### src/qec_boundary_cfg.svh
// code distances, rounds, derived PU counts, PU index formula and APB register offsets
`ifndef QEC_BOUNDARY_CFG_SVH
`define QEC_BOUNDARY_CFG_SVH

// code distances
`define QEC_DIST_X 3
`define QEC_DIST_Z 3

// measurement rounds follow the larger distance
`define QEC_ROUNDS (((`QEC_DIST_X) > (`QEC_DIST_Z)) ? (`QEC_DIST_X) : (`QEC_DIST_Z))

// whole grid and one boundary face
`define QEC_PU_COUNT ((`QEC_DIST_X) * (`QEC_DIST_Z) * (`QEC_ROUNDS))
`define QEC_BOUNDARY_PU_COUNT ((`QEC_DIST_X) * (`QEC_ROUNDS))
`define QEC_PU_IDX_W $clog2(`QEC_PU_COUNT)

// flat index, j runs fastest, then i, then the round k
`define QEC_PU_INDEX(i, j, k) ((i) * (`QEC_DIST_Z) + (j) + (k) * (`QEC_DIST_Z) * (`QEC_DIST_X))

// APB byte offsets
`define QEC_REG_CTRL   4'h0
`define QEC_REG_STATUS 4'h4
`define QEC_REG_RESULT 4'h8
`define QEC_REG_RUNS   4'hC

`endif

### src/qec_boundary_pkg.sv
// vector typedefs, scanner state enum and shared structs for the boundary parity unit
`include "qec_boundary_cfg.svh"

package qec_boundary_pkg;

    // flat index of one processing unit
    typedef logic [`QEC_PU_IDX_W-1:0] pu_index_t;

    // one flag bit per processing unit
    typedef logic [`QEC_PU_COUNT-1:0] pu_mask_t;

    // root index of every PU, PU 0 in the lowest slice
    typedef logic [`QEC_PU_COUNT*`QEC_PU_IDX_W-1:0] root_map_t;

    // completed-run counter
    typedef logic [15:0] run_count_t;

    // APB data and byte address
    typedef logic [31:0] apb_data_t;
    typedef logic [3:0] apb_addr_t;

    // boundary scanner states
    typedef enum logic [1:0] {
        SCAN_IDLE  = 2'd0,
        SCAN_WALK  = 2'd1,
        SCAN_DRAIN = 2'd2,
        SCAN_DONE  = 2'd3
    } scan_state_t;

    // decoder grid after cluster growth, as the scanners see it
    typedef struct packed {
        pu_mask_t  odd;
        pu_mask_t  touching;
        root_map_t roots;
    } grid_view_t;

    // one face parity, valid for a single cycle
    typedef struct packed {
        logic valid;
        logic parity;
    } face_result_t;

    // registered outcome of the last completed run
    typedef struct packed {
        logic       x_parity;
        logic       z_parity;
        run_count_t runs;
    } boundary_result_t;

endpackage
### src/boundary_apb_regs.sv
// boundary_apb_regs: APB slave with control, status, result and run-count registers
`timescale 1ns/1ps
`include "qec_boundary_cfg.svh"

module boundary_apb_regs (
    input  logic                               clk,
    input  logic                               reset,
    input  logic                               psel,
    input  logic                               penable,
    input  logic                               pwrite,
    input  qec_boundary_pkg::apb_addr_t        paddr,
    input  qec_boundary_pkg::apb_data_t        pwdata,
    output qec_boundary_pkg::apb_data_t        prdata,
    output logic                               pready,
    output logic                               pslverr,
    input  qec_boundary_pkg::boundary_result_t result,
    input  logic                               done,
    output logic                               start
);

    logic access;
    logic addr_ok;
    logic accept;
    logic busy;
    logic done_flag;

    // second phase of a transfer
    assign access = psel && penable;

    always_comb begin
        case (paddr)
            `QEC_REG_CTRL, `QEC_REG_STATUS, `QEC_REG_RESULT, `QEC_REG_RUNS: addr_ok = 1'b1;
            default: addr_ok = 1'b0;
        endcase
    end

    // no wait states
    assign pready = 1'b1;
    assign pslverr = access && !addr_ok;

    // run request on CTRL bit 0, dropped while a run is in flight
    assign accept = access && pwrite && (paddr == `QEC_REG_CTRL) && pwdata[0] && !busy;

    always_ff @(posedge clk) begin
        if (reset) begin
            start <= 1'b0;
            busy <= 1'b0;
            done_flag <= 1'b0;
        end else begin
            // start follows the access cycle by one clock
            start <= accept;
            if (accept) begin
                busy <= 1'b1;
                done_flag <= 1'b0;
            end else if (done) begin
                busy <= 1'b0;
                done_flag <= 1'b1;
            end
        end
    end

    // read mux, zero outside read access cycles
    always_comb begin
        prdata = '0;
        if (access && !pwrite) begin
            case (paddr)
                `QEC_REG_STATUS: prdata = {30'd0, done_flag, busy};
                `QEC_REG_RESULT: prdata = {30'd0, result.z_parity, result.x_parity};
                `QEC_REG_RUNS:   prdata = qec_boundary_pkg::apb_data_t'(result.runs);
                // CTRL reads back as zero
                default:         prdata = '0;
            endcase
        end
    end

endmodule

### src/boundary_cardinality_scanner.sv
// boundary_cardinality_scanner: walks one boundary face and XORs the odd flags of its roots
`timescale 1ns/1ps
`include "qec_boundary_cfg.svh"

module boundary_cardinality_scanner #(
    // 0 walks the x face (column zero), 1 the z face (last column)
    parameter int BOUNDARY_TYPE = 0
) (
    input  logic                         clk,
    input  logic                         reset,
    input  logic                         start,
    input  qec_boundary_pkg::grid_view_t grid,
    output qec_boundary_pkg::face_result_t result
);

    localparam int WALK_LEN = `QEC_BOUNDARY_PU_COUNT;
    localparam int STEP_W = $clog2(WALK_LEN);
    localparam logic [STEP_W-1:0] LAST_STEP = STEP_W'(WALK_LEN - 1);
    // column held fixed for the whole walk
    localparam int J_FACE = (BOUNDARY_TYPE == 0) ? 0 : `QEC_DIST_Z - 1;

    qec_boundary_pkg::scan_state_t state;
    logic [STEP_W-1:0] step;

    // face coordinates of the current step
    qec_boundary_pkg::pu_index_t walk_i;
    qec_boundary_pkg::pu_index_t walk_k;
    qec_boundary_pkg::pu_index_t walk_pu;

    // PU registered during the walk, examined one cycle later
    qec_boundary_pkg::pu_index_t cur_pu;
    logic cur_valid;
    qec_boundary_pkg::pu_index_t cur_root;

    // bit r holds the odd flag of root r once r has been reached
    qec_boundary_pkg::pu_mask_t marked;

    // i is the inner loop, k the outer loop
    always_comb begin
        walk_i = qec_boundary_pkg::pu_index_t'(step % `QEC_DIST_X);
        walk_k = qec_boundary_pkg::pu_index_t'(step / `QEC_DIST_X);
        walk_pu = qec_boundary_pkg::pu_index_t'(`QEC_PU_INDEX(walk_i, J_FACE, walk_k));
    end

    // root slice of the registered PU
    assign cur_root = grid.roots[cur_pu*`QEC_PU_IDX_W +: `QEC_PU_IDX_W];

    // walk FSM, one face PU per cycle then drain and done
    always_ff @(posedge clk) begin
        if (reset) begin
            state <= qec_boundary_pkg::SCAN_IDLE;
            step <= '0;
        end else begin
            case (state)
                qec_boundary_pkg::SCAN_IDLE: begin
                    step <= '0;
                    if (start) begin
                        state <= qec_boundary_pkg::SCAN_WALK;
                    end
                end
                qec_boundary_pkg::SCAN_WALK: begin
                    step <= step + 1'b1;
                    if (step == LAST_STEP) begin
                        state <= qec_boundary_pkg::SCAN_DRAIN;
                    end
                end
                // last PU gets marked here
                qec_boundary_pkg::SCAN_DRAIN: begin
                    state <= qec_boundary_pkg::SCAN_DONE;
                end
                default: begin
                    state <= qec_boundary_pkg::SCAN_IDLE;
                end
            endcase
        end
    end

    // index pipeline stage
    always_ff @(posedge clk) begin
        if (reset) begin
            cur_valid <= 1'b0;
        end else begin
            cur_valid <= (state == qec_boundary_pkg::SCAN_WALK);
        end
        cur_pu <= walk_pu;
    end

    // marking stage, a root reached twice is simply rewritten with the same flag
    always_ff @(posedge clk) begin
        if (reset) begin
            marked <= '0;
        end else if (start) begin
            marked <= '0;
        end else if (cur_valid && grid.touching[cur_pu]) begin
            marked[cur_root] <= grid.odd[cur_root];
        end
    end

    // marked set is final once the drain cycle is over
    assign result.valid = (state == qec_boundary_pkg::SCAN_DONE);
    assign result.parity = ^marked;

endmodule

### src/boundary_parity_top.sv
// boundary_parity_top: register block, x and z face scanners and parity combiner
`timescale 1ns/1ps

module boundary_parity_top (
    input  logic                         clk,
    input  logic                         reset,
    input  logic                         psel,
    input  logic                         penable,
    input  logic                         pwrite,
    input  qec_boundary_pkg::apb_addr_t  paddr,
    input  qec_boundary_pkg::apb_data_t  pwdata,
    output qec_boundary_pkg::apb_data_t  prdata,
    output logic                         pready,
    output logic                         pslverr,
    // must hold still from start to done
    input  qec_boundary_pkg::grid_view_t grid
);

    logic start;
    logic done;
    qec_boundary_pkg::face_result_t x_face;
    qec_boundary_pkg::face_result_t z_face;
    qec_boundary_pkg::boundary_result_t result;

    boundary_apb_regs i_boundary_apb_regs (
        .clk     (clk),
        .reset   (reset),
        .psel    (psel),
        .penable (penable),
        .pwrite  (pwrite),
        .paddr   (paddr),
        .pwdata  (pwdata),
        .prdata  (prdata),
        .pready  (pready),
        .pslverr (pslverr),
        .result  (result),
        .done    (done),
        .start   (start)
    );

    // column zero face
    boundary_cardinality_scanner #(
        .BOUNDARY_TYPE (0)
    ) i_x_scanner (
        .clk    (clk),
        .reset  (reset),
        .start  (start),
        .grid   (grid),
        .result (x_face)
    );

    // last column face
    boundary_cardinality_scanner #(
        .BOUNDARY_TYPE (1)
    ) i_z_scanner (
        .clk    (clk),
        .reset  (reset),
        .start  (start),
        .grid   (grid),
        .result (z_face)
    );

    parity_combiner i_parity_combiner (
        .clk    (clk),
        .reset  (reset),
        .x_face (x_face),
        .z_face (z_face),
        .result (result),
        .done   (done)
    );

endmodule

### src/parity_combiner.sv
// parity_combiner: joins the two face parities, counts runs and pulses done
`timescale 1ns/1ps

module parity_combiner (
    input  logic                               clk,
    input  logic                               reset,
    input  qec_boundary_pkg::face_result_t     x_face,
    input  qec_boundary_pkg::face_result_t     z_face,
    output qec_boundary_pkg::boundary_result_t result,
    output logic                               done
);

    // face already reported in an earlier cycle
    logic x_pend;
    logic z_pend;
    logic x_par;
    logic z_par;

    // face reported now or earlier
    logic x_ready;
    logic z_ready;
    logic x_par_now;
    logic z_par_now;

    assign x_ready = x_pend | x_face.valid;
    assign z_ready = z_pend | z_face.valid;
    // a pulse in this cycle takes precedence over the held copy
    assign x_par_now = x_face.valid ? x_face.parity : x_par;
    assign z_par_now = z_face.valid ? z_face.parity : z_par;

    always_ff @(posedge clk) begin
        if (reset) begin
            x_pend <= 1'b0;
            z_pend <= 1'b0;
            result <= '0;
            done <= 1'b0;
        end else begin
            done <= 1'b0;
            if (x_face.valid) begin
                x_pend <= 1'b1;
            end
            if (z_face.valid) begin
                z_pend <= 1'b1;
            end
            // both faces in, in either order
            if (x_ready && z_ready) begin
                result.x_parity <= x_par_now;
                result.z_parity <= z_par_now;
                result.runs <= result.runs + 1'b1;
                x_pend <= 1'b0;
                z_pend <= 1'b0;
                done <= 1'b1;
            end
        end
    end

    // held parities
    always_ff @(posedge clk) begin
        x_par <= x_par_now;
        z_par <= z_par_now;
    end

endmodule

### config.mk
export PLATFORM = sky130hd
export DESIGN_NAME = boundary_parity_top
export DESIGN_NICKNAME = d
export VERILOG_FILES = /design/src/qec_boundary_pkg.sv /design/src/boundary_apb_regs.sv /design/src/boundary_cardinality_scanner.sv /design/src/boundary_parity_top.sv /design/src/parity_combiner.sv
export VERILOG_INCLUDE_DIRS = /design/src
export SDC_FILE = /design/constraint.sdc
export NUM_CORES = 1
export LEC_CHECK = 0
export BUFFER_PORTS_ARGS = -buffer_cell sky130_fd_sc_hd__clkbuf_2
export CORE_UTILIZATION = 55
export DETAILED_ROUTE_END_ITERATION = 10
export GPL_TIMING_DRIVEN = 0
export PLACE_DENSITY = 0.86
export SYNTH_ARGS = -nofsm -noshare
export SYNTH_HDL_FRONTEND = slang
export SYNTH_SLANG_ARGS = --single-unit
### constraint.sdc
create_clock -name clk -period 6.65 [get_ports clk]
set_input_delay 0.9975 -clock clk [delete_from_list [all_inputs] [get_ports clk]]
set_output_delay 0.9975 -clock clk [all_outputs]
set_load 0.05 [all_outputs]
Word level (Yosys, flattened, before mapping) --
Index checks and enable logic that the tools add are counted.
Cells by class: $lt $le $gt $ge 6, mux-type cells 29, reductions and logical operators 29, shifts and indexed selects 2, bitwise logic cells 2, equality and inequality tests 15, $mul 8, $add $sub $neg 6, divide/modulo/power cells 4
Operators by type and width (count):
- $shiftx A135 B9 Y5 | 2
- $div A4 B2 Y32 const B | 2
- $mod A4 B2 Y32 const B | 2
- $bwmux W27 | 2
- $reduce_xor A27 Y1 | 2
- $pmux W16 S3 | 1
- $mux W32 | 1
- $lt A5 B6 Y1 const B | 4
- $bmux W1 S5 | 4
- $add A16 B1 Y16 const B | 1
- $eq A4 B4 Y1 const B | 4
- $mul A5 B3 Y8 const B | 2
- $pmux W4 S2 | 2
- $mul A5 B2 Y7 const B | 2
- $mul A7 B2 Y5 const B | 2
- $logic_and A1 B1 Y1 | 12
- $mux W1 | 12
- $pmux W2 S3 | 2
- $add A5 B5 Y5 | 2
- $demux W1 S5 | 2
- $ge A5 B1 Y1 const B | 2
- $mul A5 B2 Y5 const B | 2
- $add A4 B1 Y4 const B | 2
- $eq A2 B2 Y1 const B | 4
- 14 further kinds | 28
Word-level totals: bits of input ports 230, register bits 104, word-level logic and storage cells 122

Depth between registers and ports, before layout --
Gate-level depths: netlist of the first run.
depth after elaboration 7, mapped depth 23, mapped depth without buffers 22

Hierarchy --
Synthesis of the first run repeated with hierarchy kept, for this count alone.
Second synthesis, totals: cell total of the unflattened synthesis 1044, area, all modules 10077.2 µm²
By module, submodules not included:
- boundary_cardinality_scanner at i_x_scanner | instances 1, area each 4425.5 µm², cells an instance 452
- boundary_cardinality_scanner at i_z_scanner | instances 1, area each 4251.6 µm², cells an instance 429
- parity_combiner | instances 1, area each 955.9 µm², cells an instance 107
- boundary_apb_regs | instances 1, area each 444.2 µm², cells an instance 56

Worst setup path after synthesis of the first run --
Ideal clock, no wire load.
kind reg2reg, start point register i_z_scanner.step[3], end point register i_z_scanner.cur_pu[4], buffers on the path 1, arrival 5279 ps, slack 1241 ps, clock period less this slack 5409 ps, data required time 6520 ps, stages on the path, launching flop included 23, setup time 130 ps, cells stage by stage dfxtp_1 -> nor2b_1 -> inv_1 -> ha_1 -> a211oi_1 -> xnor2_1 -> ha_1 -> nor3_1 -> nor2b_1 -> clkbuf_1 -> inv_1 -> ha_1 -> inv_1 -> fa_1 -> inv_1 -> fa_1 -> fa_1 -> ha_1 -> nor2b_1 -> o21a_1 -> nor2_1 -> xnor2_1 -> xnor3_1
Between the ends: longest elaborated chain between the ends 4
Ends and longest elaborated chain:
- start: declaration | RTL line boundary_cardinality_scanner.sv:23 | logic [STEP_W-1:0] step;
- start signal: assignment | RTL line boundary_cardinality_scanner.sv:62 | step <= step + 1'b1;
- $div A4 B2 Y32 (no line) or $mod A4 B2 Y32 (tied branches)
- $mul A5 B2 Y7 (no line) or $mul A5 B2 Y5 (tied branches)
- $mul A7 B2 Y5 (no line) or $add A5 B2 Y5 (tied branches)
- $add A5 B5 Y5 (no line) *
- via i_z_scanner.walk_pu[4] | RTL line boundary_cardinality_scanner.sv:28 | qec_boundary_pkg::pu_index_t walk_pu;
- end signal: assignment | RTL line boundary_cardinality_scanner.sv:85 | cur_pu <= walk_pu;
- end: declaration | RTL line boundary_cardinality_scanner.sv:31 | qec_boundary_pkg::pu_index_t cur_pu;
The timed path passes the listed nets; every way through them passes the cells marked *. A chain may end at the register's enable or synchronous reset.

Worst setup path after layout of the first run --
Same ends and word-level chain as after synthesis.

==> results of run 1 <==
[flip-flops by register name, indices dropped and copies added (netlist names), 2 cells and up]
register                  cells
i_x_scanner.marked           27
i_z_scanner.marked           27
i_parity_combiner.result     18
i_x_scanner.cur_pu            5
i_z_scanner.cur_pu            5
i_x_scanner.step              4
i_z_scanner.step              4
i_x_scanner.state             2
i_z_scanner.state             2
[cell families (layout without fill, tap and decap cells)]
kind of cell,after synthesis,after routing,share of synthesized area (%)
and+or+nand+nor,341,341,19.0
DFF,104,104,21.1
AOI/OAI and AO/OA,237,237,16.6
xor gates and xnor gates,87,87,8.02
buffers and inverters,124,355,6.80
muxes,150,150,21.2
adders and majority gates,50,50,7.19
other,2,17,0.0763
[worst register-to-register path, delay by kind of cell (launching register included)]
family,cells,cell delay [ps]
AOI/OAI and AO/OA,2,780
xor gates and xnor gates,3,690
adders and majority gates,7,2400
buffers and inverters,5,660
DFF,1,400
and+or+nand+nor,5,1120
[final timing paths]
path,to,slack [ps],cells past startpoint
max,i_z_scanner.cur_pu[4],500,22
min,i_parity_combiner.z_par,490,1
max reg2reg,i_z_scanner.cur_pu[4],500,22
min reg2reg,i_parity_combiner.z_par,490,1
[cell usage after synthesis, types with 38 or more instances]
library cell,count
a21oi_1,64
dfxtp_1,104
ha_1,39
inv_1,40
mux2i_1,81
mux4_2,44
nand2_1,42
nand3_1,49
nand4_1,38
nor2_1,65
o21ai_0,40
xnor2_1,62
[cell usage in the layout (no fill, tap or decap), types with 7 or more instances in the layout]
cell type	n
clkbuf_2	215
dfxtp_1	104
mux2i_1	81
nor2_1	65
a21oi_1	64
xnor2_1	62
nand3_1	49
mux4_2	44
nand2_1	42
inv_1	40
o21ai_0	40
ha_1	39
nand4_1	38
clkbuf_1	29
nor3_1	29
buf_4	27
nor2b_1	26
xor2_1	23
mux2_2	22
a22oi_1	21
and2_1	20
buf_2	18
o211ai_1	17
conb_1	17
o21ai_1	14
fa_1	11
or3_1	10
nand2b_1	9
clkbuf_16	9
and3_1	7
[layout make-up]
cell class | instances | area (um2)
Multi-Input combinational cell | 882 | 7150
Fill cell | 1432 | 5840
Sequential cell | 104 | 2080
Timing Repair Buffer | 215 | 1080
Buffer | 82 | 512
Tap cell | 225 | 282
Clock buffer | 9 | 225
Inverter | 42 | 158
Clock inverter | 7 | 96.3
[power breakdown]
part	leakage, nW	switching [mW]	internal (mW)	total [mW]
clock network	0.156	0.283	0.276	0.559
logic	3.91	0.834	0.543	1.38
registers	0.838	0.0208	0.645	0.666
total	4.91	1.14	1.46	2.60
[metal layers]
metal | up-vias | share of wire [%] | wire length (um) | GRT usage, %
met5 | - | 0 | 0 | 0
li1 | 4556 | - | - | -
met4 | 0 | 4.3 | 1370 | 16.4
met2 | 648 | 46 | 14700 | 55.7
met3 | 141 | 11 | 3530 | 7.48
met1 | 4774 | 38 | 12300 | 43.5
[stage by stage]
stage / total power [mW] / area (um2) / hold WS, ps / worst slack [ps] / utilization, %
global route: 2.72 / 11600 / 507 / 73.1 / 66.5
global placement: 1.99 / 11300 / 459 / 811 / 64.6
detailed placement: 2.01 / 11300 / 467 / 618 / 64.6
finish: 2.60 / 11600 / 493 / 501 / 66.5
CTS: 2.56 / 11600 / 489 / 583 / 66.5
floorplan: 1.64 / 9900 / 447 / 1240 / -
==> results.sh, run 1 <==
export IMPL_status="finished clean"
export IMPL_area_growth_pct=17.6
export IMPL_clock_root_buffer="clkbuf_16"
export IMPL_tightest_slew_ps=1280
export IMPL_powerDensity_mw_per_mm2=225
export IMPL_num_rows=48
export IMPL_critPathMaxStageDelay_ps=590
export IMPL_grt_pass1_wl_um=49300
export IMPL_rsz0062_at_grt="no"
export IMPL_pin_count=264
export IMPL_avgSynthCellArea_um2=8.99
export IMPL_worstSetupPathType="flop to flop"
export IMPL_arrival_ps=6390
export IMPL_fin_crit_sh_pct=92.5
export IMPL_cts_sinks=104
export IMPL_finalSetupViolations=0
export IMPL_max_cap_viol_count=0
export IMPL_htreeDepth=3
export IMPL_antenna_found_initial=0
export IMPL_slew_headroom_pct=14.3
export IMPL_start_kind="flop"
export IMPL_r2r_start="i_z_scanner.step[3]"
export IMPL_cts_tree="built"
export IMPL_synth_seq_cells=104
export IMPL_synthArstFlopShare_pct=0
export IMPL_wl_per_cell_um=20.3
export IMPL_endpoint_kind="flop"
export IMPL_post_synth_top_area_cell="dfxtp_1"
export IMPL_fmaxAchievable_mhz=163
export IMPL_dp_hpwl_um=25500
export IMPL_yosys_area_top_type_share_pct=21.1
export IMPL_path_clk_slew_ps=80
export IMPL_coreArea_mm2=0.0174
export IMPL_slowest_stage="a211oi_1"
export IMPL_initial_core_util_pct=56.5
export IMPL_drc=0
export IMPL_path_buf_inv=5
export IMPL_slew_violations=0
export IMPL_grt_pass1_vias=9674
export IMPL_hold_viol=0
export IMPL_dr_total_vias=10119
export IMPL_postRouteAntennaNets=0
export IMPL_cp_top_family="adder cells"
export IMPL_critPathMaxFanout=6
export IMPL_netlist_area_mm2=0.00985
export IMPL_viasPerCell=6.46
export IMPL_synth_ff_type="dfxtp_1"
export IMPL_drive_gt1_share_pct=28.6
export IMPL_min_delay_path_class="flop to flop"
export IMPL_ys_seq_area_share_pct=21.1
export IMPL_track_usage_pct=34.5
export IMPL_synth_edf_count=0
export IMPL_diodes=0
export IMPL_fin_skew_ps=17.6
export IMPL_leakagePower_nw=4.91
export IMPL_die_h_um=136
export IMPL_hold_buffers=0
export IMPL_synth_area_leaders="dfxtp_1 (21%), mux4_2 (10%), mux2i_1 (8.2%)"
export IMPL_synth_distinct_cells=92
export IMPL_dr_pass1_iters=7
export IMPL_numCtsBuffers=9
export IMPL_vdd_drop_max_mv=0.171
export IMPL_clock_latency_ps=360
export IMPL_holdCritStartpoint="i_parity_combiner.z_par"
export IMPL_yosysWarnings=0
export IMPL_grt_max_degree=24
export IMPL_dieWidth_um=136
export IMPL_drt_iter0_drc=1014
export IMPL_place_inst=1550
export IMPL_nNetsFinal=1616
export IMPL_ctsResizeCount=0
export IMPL_port_buffers=215
export IMPL_critPathRequiredTime_ps=6890
export IMPL_grt_overflow=0
export IMPL_clock_path_buffers=2
export IMPL_setup_worst_path_start="i_z_scanner.step[3]"
export IMPL_finalWirelength_um=31800
export IMPL_fin_cells=1566
export IMPL_fin_tns_setup_ps=0
export IMPL_synthCells=1095
export IMPL_dieArea_mm2=0.0184
export IMPL_path_cells="nor2b_1 > inv_1 > ha_1 > a211oi_1 > xnor2_1 > ha_1 > nor3_1 > nor2b_1 > clkbuf_1 > inv_1 > ha_1 > inv_1 > fa_1 > inv_1 > fa_1 > fa_1 > ha_1 > nor2b_1 > o21a_1 > nor2_1 > xnor2_1 > xnor3_1"
export IMPL_fin_crit_ps=6150
export IMPL_routabilityCongestion=1.03
export IMPL_post_cts_buffers=0
Note: power is estimated with default switching activity, not from simulation.
==> run 2: changes to the inputs <==
==> constraint.sdc (replaced) <==
create_clock -name clk -period 6.65 [get_ports clk]
set_input_delay 0 -clock clk [delete_from_list [all_inputs] [get_ports clk]]
set_output_delay 0 -clock clk [all_outputs]
set_load 0.05 [all_outputs]
==> run 2 against run 1 <==
  * Final cell count about the same
  * Highest routed layer unchanged
  * Via count fell by 0.26%
  * Critical path depth unchanged
  * Maximum frequency grew 0.55%
  * Critical path type unchanged
  * Critical endpoint unchanged
==> results.sh, run 2 (synthesized netlist as in run 1, its figures left out) <==
export IMPL_initial_core_util_pct=56.5
export IMPL_place_area_mm2=0.0113
export IMPL_worstSetupPathType="flop to flop"
export IMPL_pre_cts_slack_ps=618
export IMPL_area_growth_pct=17.7
export IMPL_largestRegisters="i_x_scanner.marked: 27 flops, i_z_scanner.marked: 27 flops, i_parity_combiner.result: 18 flops"
export IMPL_fmaxAchievable_mhz=164
export IMPL_fin_ws_ps=535
export IMPL_dr_total_vias=10093
export IMPL_min_delay_path_class="primary input to flop"
export IMPL_fill_cells=1431
export IMPL_port_buffers=215
export IMPL_drive_gt1_share_pct=28.6
export IMPL_register_area_mm2=0.00208
export IMPL_htreeDepth=3
export IMPL_clock_latency_ps=370
export IMPL_diodes=0
export IMPL_grt_max_degree=24
export IMPL_leakagePower_nw=4.91
export IMPL_slew_violations=0
export IMPL_wl_per_cell_um=20.3
export IMPL_stdcell_area_mm2=0.0116
export IMPL_postRouteAntennaNets=0
export IMPL_dieWidth_um=136
export IMPL_routabilityCongestion=1.03
export IMPL_die_h_um=136
export IMPL_dr_pass1_iters=5
export IMPL_fin_tns_setup_ps=0
export IMPL_postLayoutCoreUtil_pct=66.6
export IMPL_pin_count=264
export IMPL_critPathMaxFanout=6
export IMPL_powerDensity_mw_per_mm2=225
export IMPL_start_kind="flop"
export IMPL_grt_overflow=0
export IMPL_dp_hpwl_um=25500
export IMPL_clock_root_buffer="clkbuf_16"
export IMPL_clock_path_buffers=2
export IMPL_vdd_drop_max_mv=0.174
export IMPL_rsz0062_at_grt="no"
export IMPL_dieArea_mm2=0.0184
export IMPL_endpoint_kind="flop"
export IMPL_status="finished clean"
export IMPL_mostFrequentLayoutCells="clkbuf_2 (215), dfxtp_1 (104), mux2i_1 (81), nor2_1 (65), a21oi_1 (64)"
export IMPL_finalSetupViolations=0
export IMPL_fin_crit_sh_pct=92.0
export IMPL_viasPerCell=6.44
export IMPL_numCtsBuffers=9
export IMPL_nNetsFinal=1617
export IMPL_grt_pass1_vias=9679
export IMPL_mostFrequentLayoutCell="clkbuf_2"
export IMPL_num_rows=48
export IMPL_finalWirelength_um=31800
export IMPL_grt_pass1_wl_um=49400
export IMPL_cts_sinks=104
export IMPL_hold_viol=0
export IMPL_antenna_found_initial=0
export IMPL_drc=0
export IMPL_critPathRequiredTime_ps=6890
export IMPL_drt_iter0_drc=883
export IMPL_track_usage_pct=34.5
export IMPL_slew_headroom_pct=13.9
export IMPL_tightest_slew_ps=1280
export IMPL_fin_skew_ps=20.2
export IMPL_post_cts_buffers=0
export IMPL_cts_tree="built"
export IMPL_fin_crit_ps=6120
export IMPL_coreArea_mm2=0.0174
export IMPL_arrival_ps=6360
export IMPL_max_cap_viol_count=0
export IMPL_path_clk_slew_ps=90
export IMPL_multi_input_area_mm2=0.00715
-- run 2: changes by cell type in the layout (fill, tap and decap cells not counted), sizes merged --
cell         change
dlygate4sd3      +1
-- run 2: power by group --
group	leakage [nW]	internal [mW]	total [mW]	switching, mW
Combinational	3.92	0.543	1.38	0.834
Sequential	0.838	0.645	0.666	0.0210
Clock	0.156	0.276	0.564	0.288
-- run 2: what timing repair did --
action / CTS / global route
hold buffers: 1 / 0
resized for setup: 0 / 0
hold endpoints to repair: 1 / 0
-- run 2: final cells by class --
class | count | area share [%]
Clock buffer | 9 | 1.94
Multi-Input combinational cell | 882 | 61.7
Tap cell | 225 | 2.43
Timing Repair Buffer | 216 | 9.37
Sequential cell | 104 | 18.0
Buffer | 82 | 4.41
Inverter | 42 | 1.36
Clock inverter | 7 | 0.831
-- run 2: stage by stage --
| step | power, mW | hold WS, ps | instances |
|---|---|---|---|
| 2_1_floorplan | 1.64 | 176 | 1110 |
| 3_3_place_gp | 1.99 | 334 | 1550 |
| 3_5_place_dp | 2.01 | 368 | 1550 |
| 4_1_cts | 2.57 | 36.8 | 1567 |
| 5_1_grt | 2.72 | 61.9 | 1567 |
| 6_report | 2.61 | 25.2 | 1567 |
-- run 2: final timing paths --
| kind | startpoint | end | slack, ps | cells after the start |
|---|---|---|---|---|
| setup reg to reg | i_z_scanner.step[3] | i_z_scanner.cur_pu[4] | 530 | 22 |
| hold reg to reg | i_x_scanner.marked[8] | i_x_scanner.marked[8] | 490 | 2 |
| setup / recovery | i_z_scanner.step[3] | i_z_scanner.cur_pu[4] | 530 | 22 |
| hold / removal | pwdata[0] | i_boundary_apb_regs.start | 30 | 4 |
-- run 2: per-layer routing --
layer | part of all wire, % | wire length, um | GRT usage [%] | vias up
met1 | 39 | 12500 | 43.5 | 4761
met2 | 46 | 14700 | 55.7 | 631
met4 | 4.3 | 1380 | 16.4 | 0
met3 | 10 | 3320 | 7.56 | 146
li1 | - | - | - | 4555
met5 | 0 | 0 | 0 | -
-- run 2: worst max-delay path, cell delays in order (launching register included) --
cell and delay [ps]:
dfxtp_1 390, nor2b_1 360, inv_1 130, ha_1 280, a211oi_1 570, xnor2_1 200
ha_1 260, nor3_1 310, nor2b_1 180, clkbuf_1 240, inv_1 120, ha_1 230
inv_1 70, fa_1 400, inv_1 90, fa_1 410, fa_1 480, ha_1 340
nor2b_1 150, o21a_1 190, nor2_1 110, xnor2_1 160, xnor3_1 320
==> run 3: changes to the inputs <==
- PLACE_DENSITY: 0.86 -> 0.8
- REMOVE_ABC_BUFFERS: not set -> 1
==> run 3 against run 2 <==
  * Final cell count shrank 5.0%
  * Combinational power down 9%
  * First-iteration DRC count rose by 19%
  * Sequential share of layout area grew 0.73 points
  * Highest routed layer unchanged
==> results.sh, run 3 (synthesized netlist as in run 1, its figures left out) <==
export IMPL_place_inst=1473
export IMPL_htreeDepth=3
export IMPL_rsz0062_at_grt="no"
export IMPL_critPathMaxStageDelay_ps=610
export IMPL_pin_count=264
export IMPL_clock_root_buffer="clkbuf_16"
export IMPL_dr_total_vias=9542
export IMPL_leakagePower_nw=4.63
export IMPL_slew_violations=0
export IMPL_power_mw=2.50
export IMPL_mostFrequentLayoutCell="clkbuf_2"
export IMPL_fin_cells=1489
export IMPL_finalWirelength_um=28800
export IMPL_postLayoutCoreUtil_pct=64.2
export IMPL_start_kind="flop"
export IMPL_antenna_found_initial=0
export IMPL_post_cts_buffers=0
export IMPL_r2r_start="i_z_scanner.step[3]"
export IMPL_dr_pass1_iters=8
export IMPL_coreArea_mm2=0.0174
export IMPL_viasPerCell=6.41
export IMPL_place_area_mm2=0.0109
export IMPL_regToRegSetupSlack_ps=530
export IMPL_arrival_ps=6360
export IMPL_fin_crit_sh_pct=92.1
export IMPL_nNetsFinal=1539
export IMPL_pre_cts_slack_ps=572
export IMPL_fin_ws_ps=528
export IMPL_finalSetupViolations=0
export IMPL_powerDensity_mw_per_mm2=224
export IMPL_diodes=0
export IMPL_tightest_slew_ps=1280
export IMPL_fin_skew_ps=12.3
export IMPL_clock_latency_ps=360
export IMPL_status="finished clean"
export IMPL_vdd_drop_max_mv=0.217
export IMPL_grt_pass1_vias=8975
export IMPL_worstSetupPathType="flop to flop"
export IMPL_routabilityCongestion=0.933
export IMPL_die_h_um=136
export IMPL_cts_tree="built"
export IMPL_wl_per_cell_um=19.4
export IMPL_grt_pass1_wl_um=45800
export IMPL_path_cells="nor2b_1 > inv_1 > ha_1 > a211oi_1 > xnor2_1 > ha_1 > nor3_1 > nor2b_1 > inv_1 > ha_1 > inv_1 > fa_1 > inv_1 > fa_1 > fa_1 > ha_1 > nor2b_1 > o21a_1 > nor2_1 > xnor2_1 > xnor3_1"
export IMPL_ctsResizeCount=0
export IMPL_num_rows=48
export IMPL_register_area_mm2=0.00209
export IMPL_cts_sinks=104
export IMPL_multi_input_area_mm2=0.00716
export IMPL_critPathRequiredTime_ps=6890
export IMPL_slowest_stage="a211oi_1"
export IMPL_drt_iter0_drc=1049
export IMPL_hold_ws_ps=15.1
export IMPL_grt_overflow=0
export IMPL_dieArea_mm2=0.0184
export IMPL_slew_headroom_pct=14.2
export IMPL_area_growth_pct=13.5
export IMPL_endpoint_kind="flop"
export IMPL_largestRegisters="i_x_scanner.marked: 27 flops, i_z_scanner.marked: 27 flops, i_parity_combiner.result: 18 flops"
export IMPL_setup_worst_path_start="i_z_scanner.step[3]"
export IMPL_stdcell_area_mm2=0.0112
export IMPL_drc=0
export IMPL_fill_cells=1460
export IMPL_track_usage_pct=31.7
export IMPL_fin_crit_ps=6120
export IMPL_hold_buffers=0
export IMPL_drive_gt1_share_pct=27.1
export IMPL_rr_worst_depth=21
export IMPL_critPathMaxFanout=6
export IMPL_min_delay_path_class="primary input to flop"
export IMPL_dp_hpwl_um=22300
export IMPL_mostFrequentLayoutCells="clkbuf_2 (215), dfxtp_1 (100), mux2i_1 (81), nor2_1 (65), a21oi_1 (64)"
export IMPL_crit_end="i_z_scanner.cur_pu[4]"
export IMPL_hold_viol=0
export IMPL_path_clk_slew_ps=80
export IMPL_numCtsBuffers=9
export IMPL_port_buffers=215
export IMPL_r2r_end="i_z_scanner.cur_pu[4]"
export IMPL_dieWidth_um=136
export IMPL_postRouteAntennaNets=0
export IMPL_fmaxAchievable_mhz=163
export IMPL_max_cap_viol_count=0
export IMPL_fin_tns_setup_ps=0
export IMPL_grt_max_degree=59
export IMPL_clock_path_buffers=2
export IMPL_initial_core_util_pct=56.5
## run 3: worst min path at each step
stage | start | endpoint | slack, ps | cells past startpoint
floorplan | reset | i_boundary_apb_regs.busy | 70 | 1
global placement | grid[187] | i_z_scanner.marked[25] | 360 | 3
detailed placement | pwdata[0] | i_boundary_apb_regs.start | 390 | 4
CTS | pwdata[0] | i_boundary_apb_regs.start | 20 | 4
global route | pwdata[0] | i_boundary_apb_regs.start | 30 | 4
finish | pwdata[0] | i_boundary_apb_regs.start | 20 | 4
## run 3: layer usage
layer / vias up / GRT usage (%) / wire, um
li1: 4398 / - / -
met1: 4568 / 40.5 / 11800
met2: 500 / 53.6 / 13900
met3: 76 / 6.51 / 2440
met4: 0 / 8.80 / 748
met5: - / 0 / 0
## run 3: worst max-delay path: cells and delay by family (launching register included)
family,cells,cell delay [ps]
adder cells (fa/ha/maj),7,2380
XOR/XNOR,3,700
flip-flops,1,380
AND/OR/NAND/NOR,5,1320
AO/OA/AOI/OAI,2,800
buffers and inverters,4,400
## run 3: cell type report
type                    instances  share of cell area (%)
well taps                     225                    2.52
repair buffers                220                    10.7
flip-flops and latches        104                    18.7
inverters                      42                    1.41
multi-input cells             882                    64.0
clock inverters                 7                   0.616
clock buffers                   9                    2.01
## run 3: where the power goes
group | internal, mW | switching [mW] | leakage, nW
sequential | 0.647 | 0.0664 | 0.839
combinational | 0.495 | 0.751 | 3.65
clock | 0.267 | 0.273 | 0.146
